===== src/hw/bpu_params.svh =====
// ~~~~~~~~~~~~~~~~~~~~~~~~~~~~~~
// sizes for the branch prediction front end
// include in every rtl file that needs widths or depths
// ~~~~~~~~~~~~~~~~~~~~~~~~~~~~~~

`ifndef BPU_PARAMS_SVH
`define BPU_PARAMS_SVH

// pc and data path width
`define BPU_XLEN 32

// return address stack address bits (8 entries)
`define BPU_RAS_AW 3

// history table index bits (64 counters)
// index is taken from pc bit 2 upward
`define BPU_BHT_AW 6

`endif


===== src/hw/bpu_pkg.sv =====
// ~~~~~~~~~~~~~~~~~~~~~~~~~~~~~~
// shared types of the branch prediction front end
// predecode class and counter states
// ~~~~~~~~~~~~~~~~~~~~~~~~~~~~~~

package bpu_pkg;

	// predecode class of the fetched instruction
	typedef enum logic [2:0] {
		cls_none = 3'd0,	// no control flow
		cls_cond = 3'd1,	// conditional branch
		cls_jal  = 3'd2,	// direct jump without link
		cls_call = 3'd3,	// direct jump with link
		cls_ret  = 3'd4		// return through link register
	} instr_class_e;

	// 2-bit saturating counter state
	// msb set means predict taken
	typedef enum logic [1:0] {
		ctr_strong_nt = 2'b00,
		ctr_weak_nt   = 2'b01,
		ctr_weak_t    = 2'b10,
		ctr_strong_t  = 2'b11
	} counter_e;

endpackage


===== src/hw/branch_history_table.sv =====
// ~~~~~~~~~~~~~~~~~~~~~~~~~~~~~~
// pc-indexed table of 2-bit saturating counters
// lookup is combinational, training lands at the next clock edge
// ~~~~~~~~~~~~~~~~~~~~~~~~~~~~~~

`include "bpu_params.svh"

module branch_history_table
	import bpu_pkg::*;
#(
	parameter int AW = `BPU_BHT_AW
) (
	input  logic                 CLK,
	input  logic                 reset,
	input  logic [`BPU_XLEN-1:0] lookup_pc,
	output logic                 taken,
	input  logic                 update_valid,
	input  logic [`BPU_XLEN-1:0] update_pc,
	input  logic                 update_taken
);

	localparam int entries = 2**AW;

	// ~~~~~~~~~~~~~~~~~~~~~~~~~~~~~~
	// counter step
	// ~~~~~~~~~~~~~~~~~~~~~~~~~~~~~~

	// one state toward the outcome, both ends saturate
	function automatic counter_e step_counter(input counter_e cur, input logic tk);
		counter_e nxt;
		nxt = cur;
		unique case (cur)
			ctr_strong_nt: nxt = tk ? ctr_weak_nt : ctr_strong_nt;
			ctr_weak_nt:   nxt = tk ? ctr_weak_t  : ctr_strong_nt;
			ctr_weak_t:    nxt = tk ? ctr_strong_t : ctr_weak_nt;
			ctr_strong_t:  nxt = tk ? ctr_strong_t : ctr_weak_t;
			default:       nxt = cur;
		endcase
		return nxt;
	endfunction

	// ~~~~~~~~~~~~~~~~~~~~~~~~~~~~~~
	// table and indexing
	// ~~~~~~~~~~~~~~~~~~~~~~~~~~~~~~

	counter_e      ctr_tbl [entries];	// one counter per index
	logic [AW-1:0] lookup_idx;
	logic [AW-1:0] update_idx;
	counter_e      lookup_ctr;
	counter_e      update_ctr;			// counter before training
	counter_e      trained_ctr;			// counter after training

	assign lookup_idx = lookup_pc[AW+1:2];	// word aligned, skip bits 1:0
	assign update_idx = update_pc[AW+1:2];

	// lookup path
	assign lookup_ctr = ctr_tbl[lookup_idx];
	assign taken      = lookup_ctr[1];	// msb is the taken half

	// training path
	assign update_ctr  = ctr_tbl[update_idx];
	assign trained_ctr = step_counter(update_ctr, update_taken);

	always_ff @(posedge CLK) begin
		if (reset) begin
			for (int i = 0; i < entries; i++) begin
				ctr_tbl[i] <= ctr_weak_nt;	// start weakly not taken
			end
		end else if (update_valid) begin
			ctr_tbl[update_idx] <= trained_ctr;
		end
	end

endmodule


===== src/hw/branch_predictor.sv =====
// ~~~~~~~~~~~~~~~~~~~~~~~~~~~~~~
// top level of the branch prediction front end
// return stack and counter table side by side, joined by the selector
// ~~~~~~~~~~~~~~~~~~~~~~~~~~~~~~

`include "bpu_params.svh"

module branch_predictor
	import bpu_pkg::*;
(
	input  logic                 CLK,
	input  logic                 reset,
	input  logic                 fetch_valid,
	input  logic [`BPU_XLEN-1:0] fetch_pc,
	input  instr_class_e         fetch_class,
	input  logic [`BPU_XLEN-1:0] fetch_imm,
	input  logic                 flush,
	input  logic                 update_valid,
	input  logic [`BPU_XLEN-1:0] update_pc,
	input  logic                 update_taken,
	output logic [`BPU_XLEN-1:0] next_pc,
	output logic                 pred_taken
);

	// selector to stack
	logic                 ras_push;
	logic                 ras_pop;
	logic [`BPU_XLEN-1:0] ras_push_data;
	// stack to selector
	logic [`BPU_XLEN-1:0] ras_pop_data;
	logic                 ras_empty;
	// table to selector
	logic                 bht_taken;

	ring_stack #(
		.DW(`BPU_XLEN),
		.AW(`BPU_RAS_AW)
	) ras_i (
		.CLK       (CLK),
		.reset     (reset),
		.flush     (flush),				// flush reaches the stack only
		.push      (ras_push),
		.pop       (ras_pop),
		.push_data (ras_push_data),
		.pop_data  (ras_pop_data),
		.empty     (ras_empty)
	);

	branch_history_table #(
		.AW(`BPU_BHT_AW)
	) bht_i (
		.CLK          (CLK),
		.reset        (reset),
		.lookup_pc    (fetch_pc),		// looked up with the fetch pc
		.taken        (bht_taken),
		.update_valid (update_valid),
		.update_pc    (update_pc),
		.update_taken (update_taken)
	);

	next_pc_select sel_i (
		.fetch_valid   (fetch_valid),
		.fetch_pc      (fetch_pc),
		.fetch_class   (fetch_class),
		.fetch_imm     (fetch_imm),
		.bht_taken     (bht_taken),
		.ras_pop_data  (ras_pop_data),
		.ras_empty     (ras_empty),
		.ras_push      (ras_push),
		.ras_pop       (ras_pop),
		.ras_push_data (ras_push_data),
		.next_pc       (next_pc),
		.pred_taken    (pred_taken)
	);

endmodule


===== src/hw/next_pc_select.sv =====
// ~~~~~~~~~~~~~~~~~~~~~~~~~~~~~~
// class decode and next pc choice
// drives the stack strobes and merges stack and counter predictions
// purely combinational
// ~~~~~~~~~~~~~~~~~~~~~~~~~~~~~~

`include "bpu_params.svh"

module next_pc_select
	import bpu_pkg::*;
(
	input  logic                 fetch_valid,
	input  logic [`BPU_XLEN-1:0] fetch_pc,
	input  instr_class_e         fetch_class,
	input  logic [`BPU_XLEN-1:0] fetch_imm,
	input  logic                 bht_taken,
	input  logic [`BPU_XLEN-1:0] ras_pop_data,
	input  logic                 ras_empty,
	output logic                 ras_push,
	output logic                 ras_pop,
	output logic [`BPU_XLEN-1:0] ras_push_data,
	output logic [`BPU_XLEN-1:0] next_pc,
	output logic                 pred_taken
);

	// instruction size in bytes at full pc width
	localparam logic [`BPU_XLEN-1:0] instr_bytes = {{(`BPU_XLEN-3){1'b0}}, 3'd4};

	logic                 is_cond;
	logic                 is_jump;		// jal or call
	logic                 is_call;
	logic                 is_ret;
	logic [`BPU_XLEN-1:0] seq_pc;		// fall-through pc
	logic [`BPU_XLEN-1:0] tgt_pc;		// pc relative target

	// ~~~~~~~~~~~~~~~~~~~~~~~~~~~~~~
	// class decode
	// ~~~~~~~~~~~~~~~~~~~~~~~~~~~~~~

	always_comb begin
		is_cond = 1'b0;
		is_jump = 1'b0;
		is_call = 1'b0;
		is_ret  = 1'b0;
		if (fetch_valid) begin			// idle fetch decodes as nothing
			case (fetch_class)
				cls_cond: is_cond = 1'b1;
				cls_jal:  is_jump = 1'b1;
				cls_call: begin
					is_jump = 1'b1;
					is_call = 1'b1;
				end
				cls_ret:  is_ret = 1'b1;
				default:  ;					// cls_none falls through
			endcase
		end
	end

	assign seq_pc = fetch_pc + instr_bytes;
	assign tgt_pc = fetch_pc + fetch_imm;

	// stack strobes
	assign ras_push      = is_call;
	assign ras_pop       = is_ret;
	assign ras_push_data = seq_pc;		// link address of the call

	// ~~~~~~~~~~~~~~~~~~~~~~~~~~~~~~
	// next pc choice
	// ~~~~~~~~~~~~~~~~~~~~~~~~~~~~~~

	always_comb begin
		next_pc    = seq_pc;				// default is fall through
		pred_taken = 1'b0;
		if (is_jump) begin
			next_pc    = tgt_pc;			// direct jumps always taken
			pred_taken = 1'b1;
		end else if (is_cond && bht_taken) begin
			next_pc    = tgt_pc;
			pred_taken = 1'b1;
		end else if (is_ret && !ras_empty) begin
			next_pc    = ras_pop_data;		// top of stack
			pred_taken = 1'b1;
		end
	end

endmodule


===== src/hw/ring_stack.sv =====
// ~~~~~~~~~~~~~~~~~~~~~~~~~~~~~~
// ring-shaped return address stack
// push on call and pop on return, oldest entry lost when full
// flush empties the stack at the next clock edge
// ~~~~~~~~~~~~~~~~~~~~~~~~~~~~~~

`include "bpu_params.svh"

module ring_stack #(
	parameter int DW = `BPU_XLEN,
	parameter int AW = `BPU_RAS_AW
) (
	input  logic          CLK,
	input  logic          reset,
	input  logic          flush,
	input  logic          push,
	input  logic          pop,
	input  logic [DW-1:0] push_data,
	output logic [DW-1:0] pop_data,
	output logic          empty
);

	localparam int depth = 2**AW;

	// ~~~~~~~~~~~~~~~~~~~~~~~~~~~~~~
	// pointers and storage
	// ~~~~~~~~~~~~~~~~~~~~~~~~~~~~~~

	logic [AW:0]   top_ptr;			// next free slot, extra wrap bit
	logic [AW:0]   btm_ptr;			// oldest valid slot, extra wrap bit
	logic [AW:0]   top_nxt;
	logic [AW:0]   btm_nxt;
	logic          full;
	logic          pop_ok;			// pop that actually removes an entry
	logic [AW-1:0] wr_addr;
	logic [AW-1:0] rd_addr;
	logic [DW-1:0] mem [depth];

	assign empty  = (top_ptr == btm_ptr);
	assign full   = (top_ptr[AW-1:0] == btm_ptr[AW-1:0]) &
	                (top_ptr[AW] != btm_ptr[AW]);	// same slot, different lap
	assign pop_ok = pop & ~empty;		// pop on empty is dropped

	assign wr_addr = top_ptr[AW-1:0];
	assign rd_addr = top_ptr[AW-1:0] - AW'(1);	// entry just below top

	assign pop_data = mem[rd_addr];

	// ~~~~~~~~~~~~~~~~~~~~~~~~~~~~~~
	// pointer update
	// ~~~~~~~~~~~~~~~~~~~~~~~~~~~~~~

	always_comb begin
		top_nxt = top_ptr;
		btm_nxt = btm_ptr;
		if (flush) begin				// flush beats any push
			top_nxt = '0;
			btm_nxt = '0;
		end else if (push) begin
			top_nxt = top_ptr + (AW+1)'(1);
			if (full) begin
				btm_nxt = btm_ptr + (AW+1)'(1);	// drop the oldest return address
			end
		end else if (pop_ok) begin
			top_nxt = top_ptr - (AW+1)'(1);
		end
	end

	always_ff @(posedge CLK) begin
		if (reset) begin
			top_ptr <= '0;
			btm_ptr <= '0;
		end else begin
			top_ptr <= top_nxt;
			btm_ptr <= btm_nxt;
		end
	end

	// ~~~~~~~~~~~~~~~~~~~~~~~~~~~~~~
	// entry write
	// ~~~~~~~~~~~~~~~~~~~~~~~~~~~~~~

	always_ff @(posedge CLK) begin
		if (push && !flush) begin
			mem[wr_addr] <= push_data;	// overwrites oldest slot when full
		end
	end

endmodule


===== config.mk =====
export PLATFORM = sky130hd
export DESIGN_NAME = branch_predictor
export DESIGN_NICKNAME = d
export VERILOG_FILES = /design/src/hw/bpu_pkg.sv /design/src/hw/branch_history_table.sv /design/src/hw/branch_predictor.sv /design/src/hw/next_pc_select.sv /design/src/hw/ring_stack.sv
export VERILOG_INCLUDE_DIRS = /design/src /design/src/hw
export SDC_FILE = /design/constraint.sdc
export NUM_CORES = 1
export LEC_CHECK = 0
export ABC_CLOCK_PERIOD_IN_PS = 14310
export BUFFER_PORTS_ARGS = -buffer_cell sky130_fd_sc_hd__clkbuf_2
export CELL_PAD_IN_SITES_DETAIL_PLACEMENT = 0
export CELL_PAD_IN_SITES_GLOBAL_PLACEMENT = 1
export CORE_MARGIN = 2
export CORE_UTILIZATION = 45
export CTS_CLUSTER_DIAMETER = 80
export CTS_CLUSTER_SIZE = 25
export DETAILED_ROUTE_END_ITERATION = 12
export PLACE_DENSITY_LB_ADDON = 0.1
export SLEW_MARGIN = 25
export SYNTH_ARGS = -nofsm -noshare
export SYNTH_HDL_FRONTEND = slang
export SYNTH_HIERARCHICAL = 1
export SYNTH_SLANG_ARGS = --single-unit

===== constraint.sdc =====
create_clock -name CLK -period 14.31 [get_ports CLK]
set_input_delay 2.1465 -clock CLK [delete_from_list [all_inputs] [get_ports CLK]]
set_output_delay 2.1465 -clock CLK [all_outputs]
set_load 0.05 [all_outputs]

Yosys cells after proc, flatten, opt, wreduce, memory -nomap -nowiden
Memories as Yosys holds them, arrays and structs flattened.
Index checks and enable logic that the tools add are counted.
- add/subtract/negate cells: 6
- equality and inequality tests: 10
- muxes and demuxes: 31
- bitwise gates (word level): 3
- reduce and logical (&&, ||, !) cells: 11
- operators with widths (operator ; count):
    two-way mux 32 bit ; 3
    adder 32 x 3 -> 32 bit, second input constant ; 1
    adder 32 bit ; 1
    two-way mux 1 bit ; 21
    adder 4 x 1 -> 4 bit, second input constant ; 2
    two-way mux 4 bit ; 2
    case mux 2 bit (4 select lines) ; 1
    equality test 3 x 2 -> 1 bit, second input constant ; 2
    two-way mux 2 bit ; 3
    two-way mux 6 bit ; 1
    OR reduction 2 bit ; 3
    equality test 2 bit, second input constant ; 2
    equality test 4 bit ; 1
    subtractor 4 x 1 -> 4 bit, second input constant ; 1
    equality test 3 x 1 -> 1 bit, second input constant ; 1
    equality test 3 bit ; 1
    equality test 3 bit, second input constant ; 1
    logical AND 1 bit ; 3
    subtractor 3 x 1 -> 3 bit, second input constant ; 1
    bitwise AND 1 bit ; 2
    equality test 2 x 1 -> 1 bit, second input constant ; 1
    logical NOT 1 bit ; 2
    logical NOT 2 bit ; 1
    AND reduction 2 bit ; 1
    other kinds (3) ; 3
- bits in registers: 8
- bits in writable memories: 384
- output and inout port bits: 33
- word-level logic and storage cells: 65
- memories: 2
- memory list (memory ; words ; bits a word ; rd ports ; clocked after memory_dff ; write ports ; line ; source):
    ras_i.mem ; 8 ; 32 ; 1 ; 0 ; 1 ; ring_stack.sv:37 ; logic [DW-1:0] mem [depth];
    bht_i.ctr_tbl ; 64 ; 2 ; 2 ; 0 ; 64 ; branch_history_table.sv:46 ; counter_e ctr_tbl [entries];

Longest topological paths before layout
Gate-level depths: netlist of the first run.
- depth in word-level cells: 7
- gate-level depth with buffers: 13
- mapped depth without buffers: 11

Modules after synthesis
Netlist of the first run, hierarchy kept.
- by module, submodules not included (module ; instances ; cells each ; area each (µm²)):
    ring_stack ; 1 ; 451 ; 10208.5
    branch_history_table ; 1 ; 625 ; 7086.8
    next_pc_select ; 1 ; 471 ; 3086.7

Worst setup path after synthesis of the first run
Ideal clock, no wire load.
- path type: input port to output port
- start: input port fetch_pc[2]
- end: output port next_pc[19]
- data arrival time: 5.999 ns
- path slack: 6.165 ns
- cell stages on the path: 12
- buffers on the path: 4
- cells stage by stage: clkbuf_1 > buf_1 > mux4_2 > mux4_2 > a211oi_1 > a21oi_1 > a21oi_1 > or3b_1 > clkbuf_1 > clkbuf_1 > o21ai_0 > o22ai_1
- longest elaborated chain between the ends: 4
- RTL lines (what ; line ; source):
    from (decl) ; branch_predictor.sv:14 ; input logic [`BPU_XLEN-1:0] fetch_pc,
    memory (64 x 2 bit) ; n/a ;
    named net bht_taken ; branch_predictor.sv:33 ; logic bht_taken;
    logical AND 1 bit ; next_pc_select.sv:77 ; end else if (is_cond && bht_taken) begin
    two-way mux 32 bit ; next_pc_select.sv:77 ;
    two-way mux 32 bit ; next_pc_select.sv:74 ; if (is_jump) begin
    to (decl) ; branch_predictor.sv:21 ; output logic [`BPU_XLEN-1:0] next_pc,
The timed path passes the listed nets, and every way through them passes these cells.

Final worst setup path of the first run
- start: input port fetch_pc[2]
- end: output port next_pc[28]
Same word-level chain as after synthesis.

==> results.yml, run 1 <==
floorplan:
  die_w_um: 217
  initial_core_util_pct: 45.8
  core_area_um2: 44500
  dieArea_um2: 47000
  die_y_um: 217
  ios: 138
  row_count: 77
setup_path:
  crit_slowest_cell: "mux4_2"
  crit_type: "in2out"
  crit_buf_inv: 4
  path_cells: "clkbuf_2 -> buf_4 -> mux4_2 -> mux4_2 -> mux2i_1 -> a21oi_1 -> a21oi_1 -> nor3b_2 -> buf_4 -> nor2_1 -> a222oi_1 -> o311ai_1 -> clkbuf_2"
  cp.required_ns: 12.16
  crit_family: "multiplexers"
  cpPeakStageDelay_ns: 0.61
  cp_max_fo: 22
  arrival_ns: 6.27
  reg2reg_depth: 8
  path_depth: 13
  startpoint_type: "input pin"
  crit_path_end_kind: "primary output"
yosys:
  synth_seq_cells: 392
  synth-edff-count: 384
  synth_warnings: 6
  synthArstFlopShare_pct: 0
  yosysUniqueCellTypes: 84
  yosysMostFrequentCell: "edfxtp_1"
  synth_nets: 1690
  netlist_instances: 1547
  synthTopCellsByCount: "edfxtp_1, nand2_1, nor2_1, mux4_2, o21ai_0"
  synth-main-ff-cell: "edfxtp_1"
  avgSynthCellArea_um2: 13.2
  yosysSeqAreaShare_pct: 57.4
  syn_area_um2: 20400
  synth.top_cell.area_share_pct: 56.6
  netlist_top_cells_area: "edfxtp_1, mux4_2, nand2_1"
  synth_top_cell_by_area: "edfxtp_1"
sta:
  maxSlewHeadroom_pct: 33.8
  fin_skew_ns: 0.0137
  max_freq_mhz: 119
  rsz0062_at_grt: "no"
  finalCriticalPeriod_ns: 8.42
  slew_violations: 0
  fin_crit_sh_pct: 58.8
  setup_viol: 0
  worst-slew-pin-transition_ns: 0.994
  hold_ws_ns: 0.504
  report.final.hold_viol_count: 0
  setup-tns-final_ns: 0
clock_tree:
  clkTransAtPathRegs_ns: 0.10
  cts_hold_buf: 0
  insertion_delay_ns: 0.57
  postCtsSetupRepairBufs: 0
  clockRootBuffer: "clkbuf_16"
  cts_buffers: 24
  cts.sink_count: 392
  htree_levels: 1
  cts_tree: "done"
  cts_buffer_depth: 3
  ctsResizeCount: 0
final_layout:
  area_delta_synth_final_pct: 9.01
  final_area_um2: 22200
  multi_input_area_um2: 8120
  final_nets: 1735
  postLayoutCoreUtil_pct: 49.9
  drive_above_1_share_pct: 21.9
  seq_area_um2: 11700
  fillerInstances: 3985
  diodes: 0
power_and_ir_drop:
  leakage_uw: 0.00725
  ir_drop_uv: 81.1
  powerDensity_nw_per_um2: 107
  p_total_uw: 2390
route:
  drt_iter0_drc: 1268
  dr.pass1.iters: 6
  vias: 13400
  viasPerCell: 6.07
  ant_nets: 0
  wirelength_um: 55100
  drc_errors: 0
  wl_per_cell_um: 25.1
place:
  portBuffers: 111
  gp_congestion: 0.891
  dpl-instance-area_um2: 21400
  post-dp-hpwl_um: 35400
global_routing:
  grt_antenna_before_repair: 0
  grt_pass1_wl_um: 83700
  grt_pass1_vias: 13500
  grt_overflow: 0
  grt_util_all_layers_pct: 23.6
  grt_max_degree: 69
status:
  status: "completed"
hold_path:
  holdPathStages: 2
  hold_path_class: "reg2reg"
flow_run:
  cap_violations: 0
## state kept, by name (all words and copies together), names as in the netlist
register / flops
bht_i/ctr_tbl: 128
ras_i/top_ptr: 4
ras_i/btm_ptr: 4
ras_i/mem: 256
## path summary, 6_finish.rpt
kind,from,slack [ns],end
hold / removal,ras_i/btm_ptr[3],0.50,ras_i/btm_ptr[3]
hold reg to reg,ras_i/btm_ptr[3],0.50,ras_i/btm_ptr[3]
setup / recovery,fetch_pc[2],5.89,next_pc[28]
setup reg to reg,bht_i/ctr_tbl[50][1],10.90,bht_i/ctr_tbl[16][1]
## worst reg2reg max path, delay by kind of cell, from the launching register on
family / cells / cell delay [ns]
compound gates: 3 / 0.70
fa+ha+maj: 1 / 0.64
buf+inv: 1 / 0.56
flops: 1 / 0.42
mux: 1 / 0.28
simple gates: 2 / 0.50
## logic make-up after synthesis
group / after synthesis / share of synthesized area [%]
AND/OR/NAND/NOR: 479 / 11.6
XOR/XNOR: 58 / 2.57
flip-flops: 392 / 57.4
AO/OA/AOI/OAI: 259 / 8.04
adder cells (fa/ha/maj): 40 / 2.51
multiplexers: 180 / 14.8
buffers and inverters: 139 / 3.20
## area by class of cell
cell class,count,area share [%]
inverter,21,0.355
timing repair buffer,137,3.38
tap,592,3.33
sequential,392,52.6
clock inverter,15,0.822
clock buffer,27,2.95
multi-input combinational,1016,36.5
## placed cells by master, fill, tap and decap left out, types with 13 or more instances in the layout
cell	instances
a21oi_1	59
ha_1	35
o22ai_1	20
xnor2_1	28
edfxtp_1	384
nor2_1	105
mux2_2	39
nand3_1	72
o31ai_1	13
clkbuf_16	26
mux4_2	92
xor2_1	27
buf_4	26
inv_1	19
nor3_1	60
nand2_1	131
o21ai_0	77
mux2i_1	47
clkbuf_2	111
## report_power, final
part / switching [µW] / internal, µW
clock network: 419 / 367
logic: 227 / 98.6
registers: 6.01 / 1270
total: 651 / 1730
## through the flow
| step | setup slack, ns | std cells |
|---|---|---|
| 3_3_place_gp | 5.89 | 2158 |
| 5_1_grt | 5.69 | 2200 |
| 6_report | 5.89 | 2200 |
| 4_1_cts | 5.91 | 2200 |
| 3_5_place_dp | 5.92 | 2158 |
| 2_1_floorplan | 6.16 | 1547 |
## routing by layer
layer | routed length [µm] | vias up | track usage (%)
li1 | - | 6093 | -
met1 | 23400 | 6768 | 31.8
met2 | 27600 | 428 | 41.2
met3 | 2810 | 62 | 2.66
met4 | 1310 | 0 | 5.64
met5 | 0 | - | 0
Note: power is estimated with default switching activity, not from simulation.
==> run 2, diff against run 1 <==
- ABC_CLOCK_PERIOD_IN_PS: 14310 -> 8590
- clock period: 14.31 -> 8.59 ns (I/O delays scaled with it)
==> run 2 against run 1 <==
Clock power grew 64%; highest routed layer unchanged; sequential cell count did not move; sequential share of layout area is 0.071 points lower; clock-buffer cell count is 2 lower; first-iteration DRC count increased by 5.0%; design area increased by 0.14%; largest cell class unchanged; critical path type unchanged.
==> results.yml, run 2 (same netlist as run 1, synthesis figures left out) <==
status:
  status: "completed"
final_layout:
  final_nets: 1739
  final_common_cell: "edfxtp_1"
  layout_common_cells: "edfxtp_1, nand2_1, clkbuf_2, nor2_1, mux4_2"
  reg.largest.list: "ras_i/mem (256), bht_i/ctr_tbl (128)"
  largest_reg_flops: 256
  drive_above_1_share_pct: 22.0
  diodes: 0
  regMostFlops: "ras_i/mem"
  area_delta_synth_final_pct: 9.15
  final_area_um2: 22200
power_and_ir_drop:
  p_total_uw: 3960
  leakage_uw: 0.00727
  ir_drop_uv: 144
  powerDensity_nw_per_um2: 178
route:
  drt_iter0_drc: 1332
  wirelength_um: 55200
  ant_nets: 0
  dr.pass1.iters: 5
  viasPerCell: 6.11
  wl_per_cell_um: 25.0
  vias: 13500
  drc_errors: 0
setup_path:
  crit_end: "next_pc[28]"
  cpPeakStageDelay_ns: 0.61
  path_cells: "clkbuf_2 -> buf_4 -> mux4_2 -> mux4_2 -> mux2i_1 -> a21oi_1 -> a21oi_1 -> nor3b_2 -> buf_4 -> nor2_1 -> a222oi_1 -> o311ai_1 -> clkbuf_2"
  reg2reg_depth: 8
  arrival_ns: 5.67
  crit_type: "in2out"
  crit_slowest_cell: "nor2_1"
  crit_buf_inv: 4
  rrSetupSlack_ns: 5.19
  startpoint_type: "input pin"
  crit_path_end_kind: "primary output"
  path_depth: 13
  crit_family: "buffers and inverters"
  cp.required_ns: 7.30
  r2r-start: "bht_i/ctr_tbl[39][0]"
  crit_start: "fetch_pc[2]"
  cp_max_fo: 19
  rr_endpoint: "bht_i/ctr_tbl[18][1]"
floorplan:
  initial_core_util_pct: 45.8
  die_w_um: 217
  die_y_um: 217
  row_count: 77
  dieArea_um2: 47000
  core_area_um2: 44500
  ios: 138
sta:
  report.final.hold_viol_count: 0
  setup_viol: 0
  slew_violations: 0
  max_freq_mhz: 144
  setup-tns-final_ns: 0
  worst-slew-pin-transition_ns: 0.945
  fin_crit_sh_pct: 81.0
  finalCriticalPeriod_ns: 6.96
  rsz0062_at_grt: "no"
  maxSlewHeadroom_pct: 36.5
  fin_skew_ns: 0.0202
clock_tree:
  clkTransAtPathRegs_ns: 0.08
  cts_buffer_depth: 3
  cts.sink_count: 392
  cts_tree: "done"
  postCtsSetupRepairBufs: 0
  cts_buffers: 25
  htree_levels: 1
  insertion_delay_ns: 0.58
  clockRootBuffer: "clkbuf_16"
  cts_hold_buf: 0
  ctsResizeCount: 0
hold_path:
  hold_path_class: "reg2reg"
  holdPathStages: 2
global_routing:
  grt_antenna_before_repair: 0
  grt_pass1_vias: 13200
  grt_max_degree: 69
  grt_util_all_layers_pct: 23.7
  grt_overflow: 0
  grt_pass1_wl_um: 83800
place:
  dpl-instance-area_um2: 21400
  post-dp-hpwl_um: 36000
  gp_congestion: 0.888
  portBuffers: 111
flow_run:
  cap_violations: 0
run 2: report_power, final:
part           leakage (µW)  switching (µW)  internal [µW]  total [µW]
logic               0.00335             380            165         545
registers           0.00352            10.5           2110        2120
clock network      0.000401             717            574        1290
run 2: area by class of cell:
cell class / instances / area, µm²
fill: 3958 / 22300
sequential: 392 / 11700
multi-input combinational: 1016 / 8120
timing repair buffer: 140 / 786
tap: 592 / 741
clock buffer: 25 / 626
clock inverter: 17 / 206
inverter: 21 / 78.8
run 2: worst min path at each step:
stage,from,to,slack [ns]
finish,ras_i/btm_ptr[3],ras_i/btm_ptr[3],0.50
global route,ras_i/btm_ptr[3],ras_i/btm_ptr[3],0.54
CTS,ras_i/btm_ptr[3],ras_i/btm_ptr[3],0.50
detailed placement,ras_i/btm_ptr[3],ras_i/btm_ptr[3],0.49
global placement,ras_i/btm_ptr[3],ras_i/btm_ptr[3],0.47
floorplan,ras_i/btm_ptr[3],ras_i/btm_ptr[3],0.46
run 2: per-stage QoR:
step	hold WS, ns	worst slack (ns)	instances	utilization (%)
6_report	0.500	1.63	2203	50.0
5_1_grt	0.535	1.42	2203	50.0
4_1_cts	0.499	1.62	2203	50.0
3_5_place_dp	0.487	1.63	2161	48.1
3_3_place_gp	0.471	1.65	2161	48.1
2_1_floorplan	0.464	2.16	1547	-
run 2: worst reg2reg max path, delay by kind of cell, from the launching register on:
kind / cells / cell delay (ns)
and+or+nand+nor: 3 / 0.73
AOI/OAI and AO/OA: 2 / 0.61
buffers and inverters: 1 / 0.60
adders and majority gates: 1 / 0.53
DFF: 1 / 0.41
muxes: 1 / 0.27
run 2: metal layers:
layer  global-route usage, %  wire length, µm  vias up
met5                       0                0        -
met4                    6.32             1640        0
met1                    32.6            23200     6792
met2                    40.2            27300      476
li1                        -                -     6102
met3                    2.54             3000       84
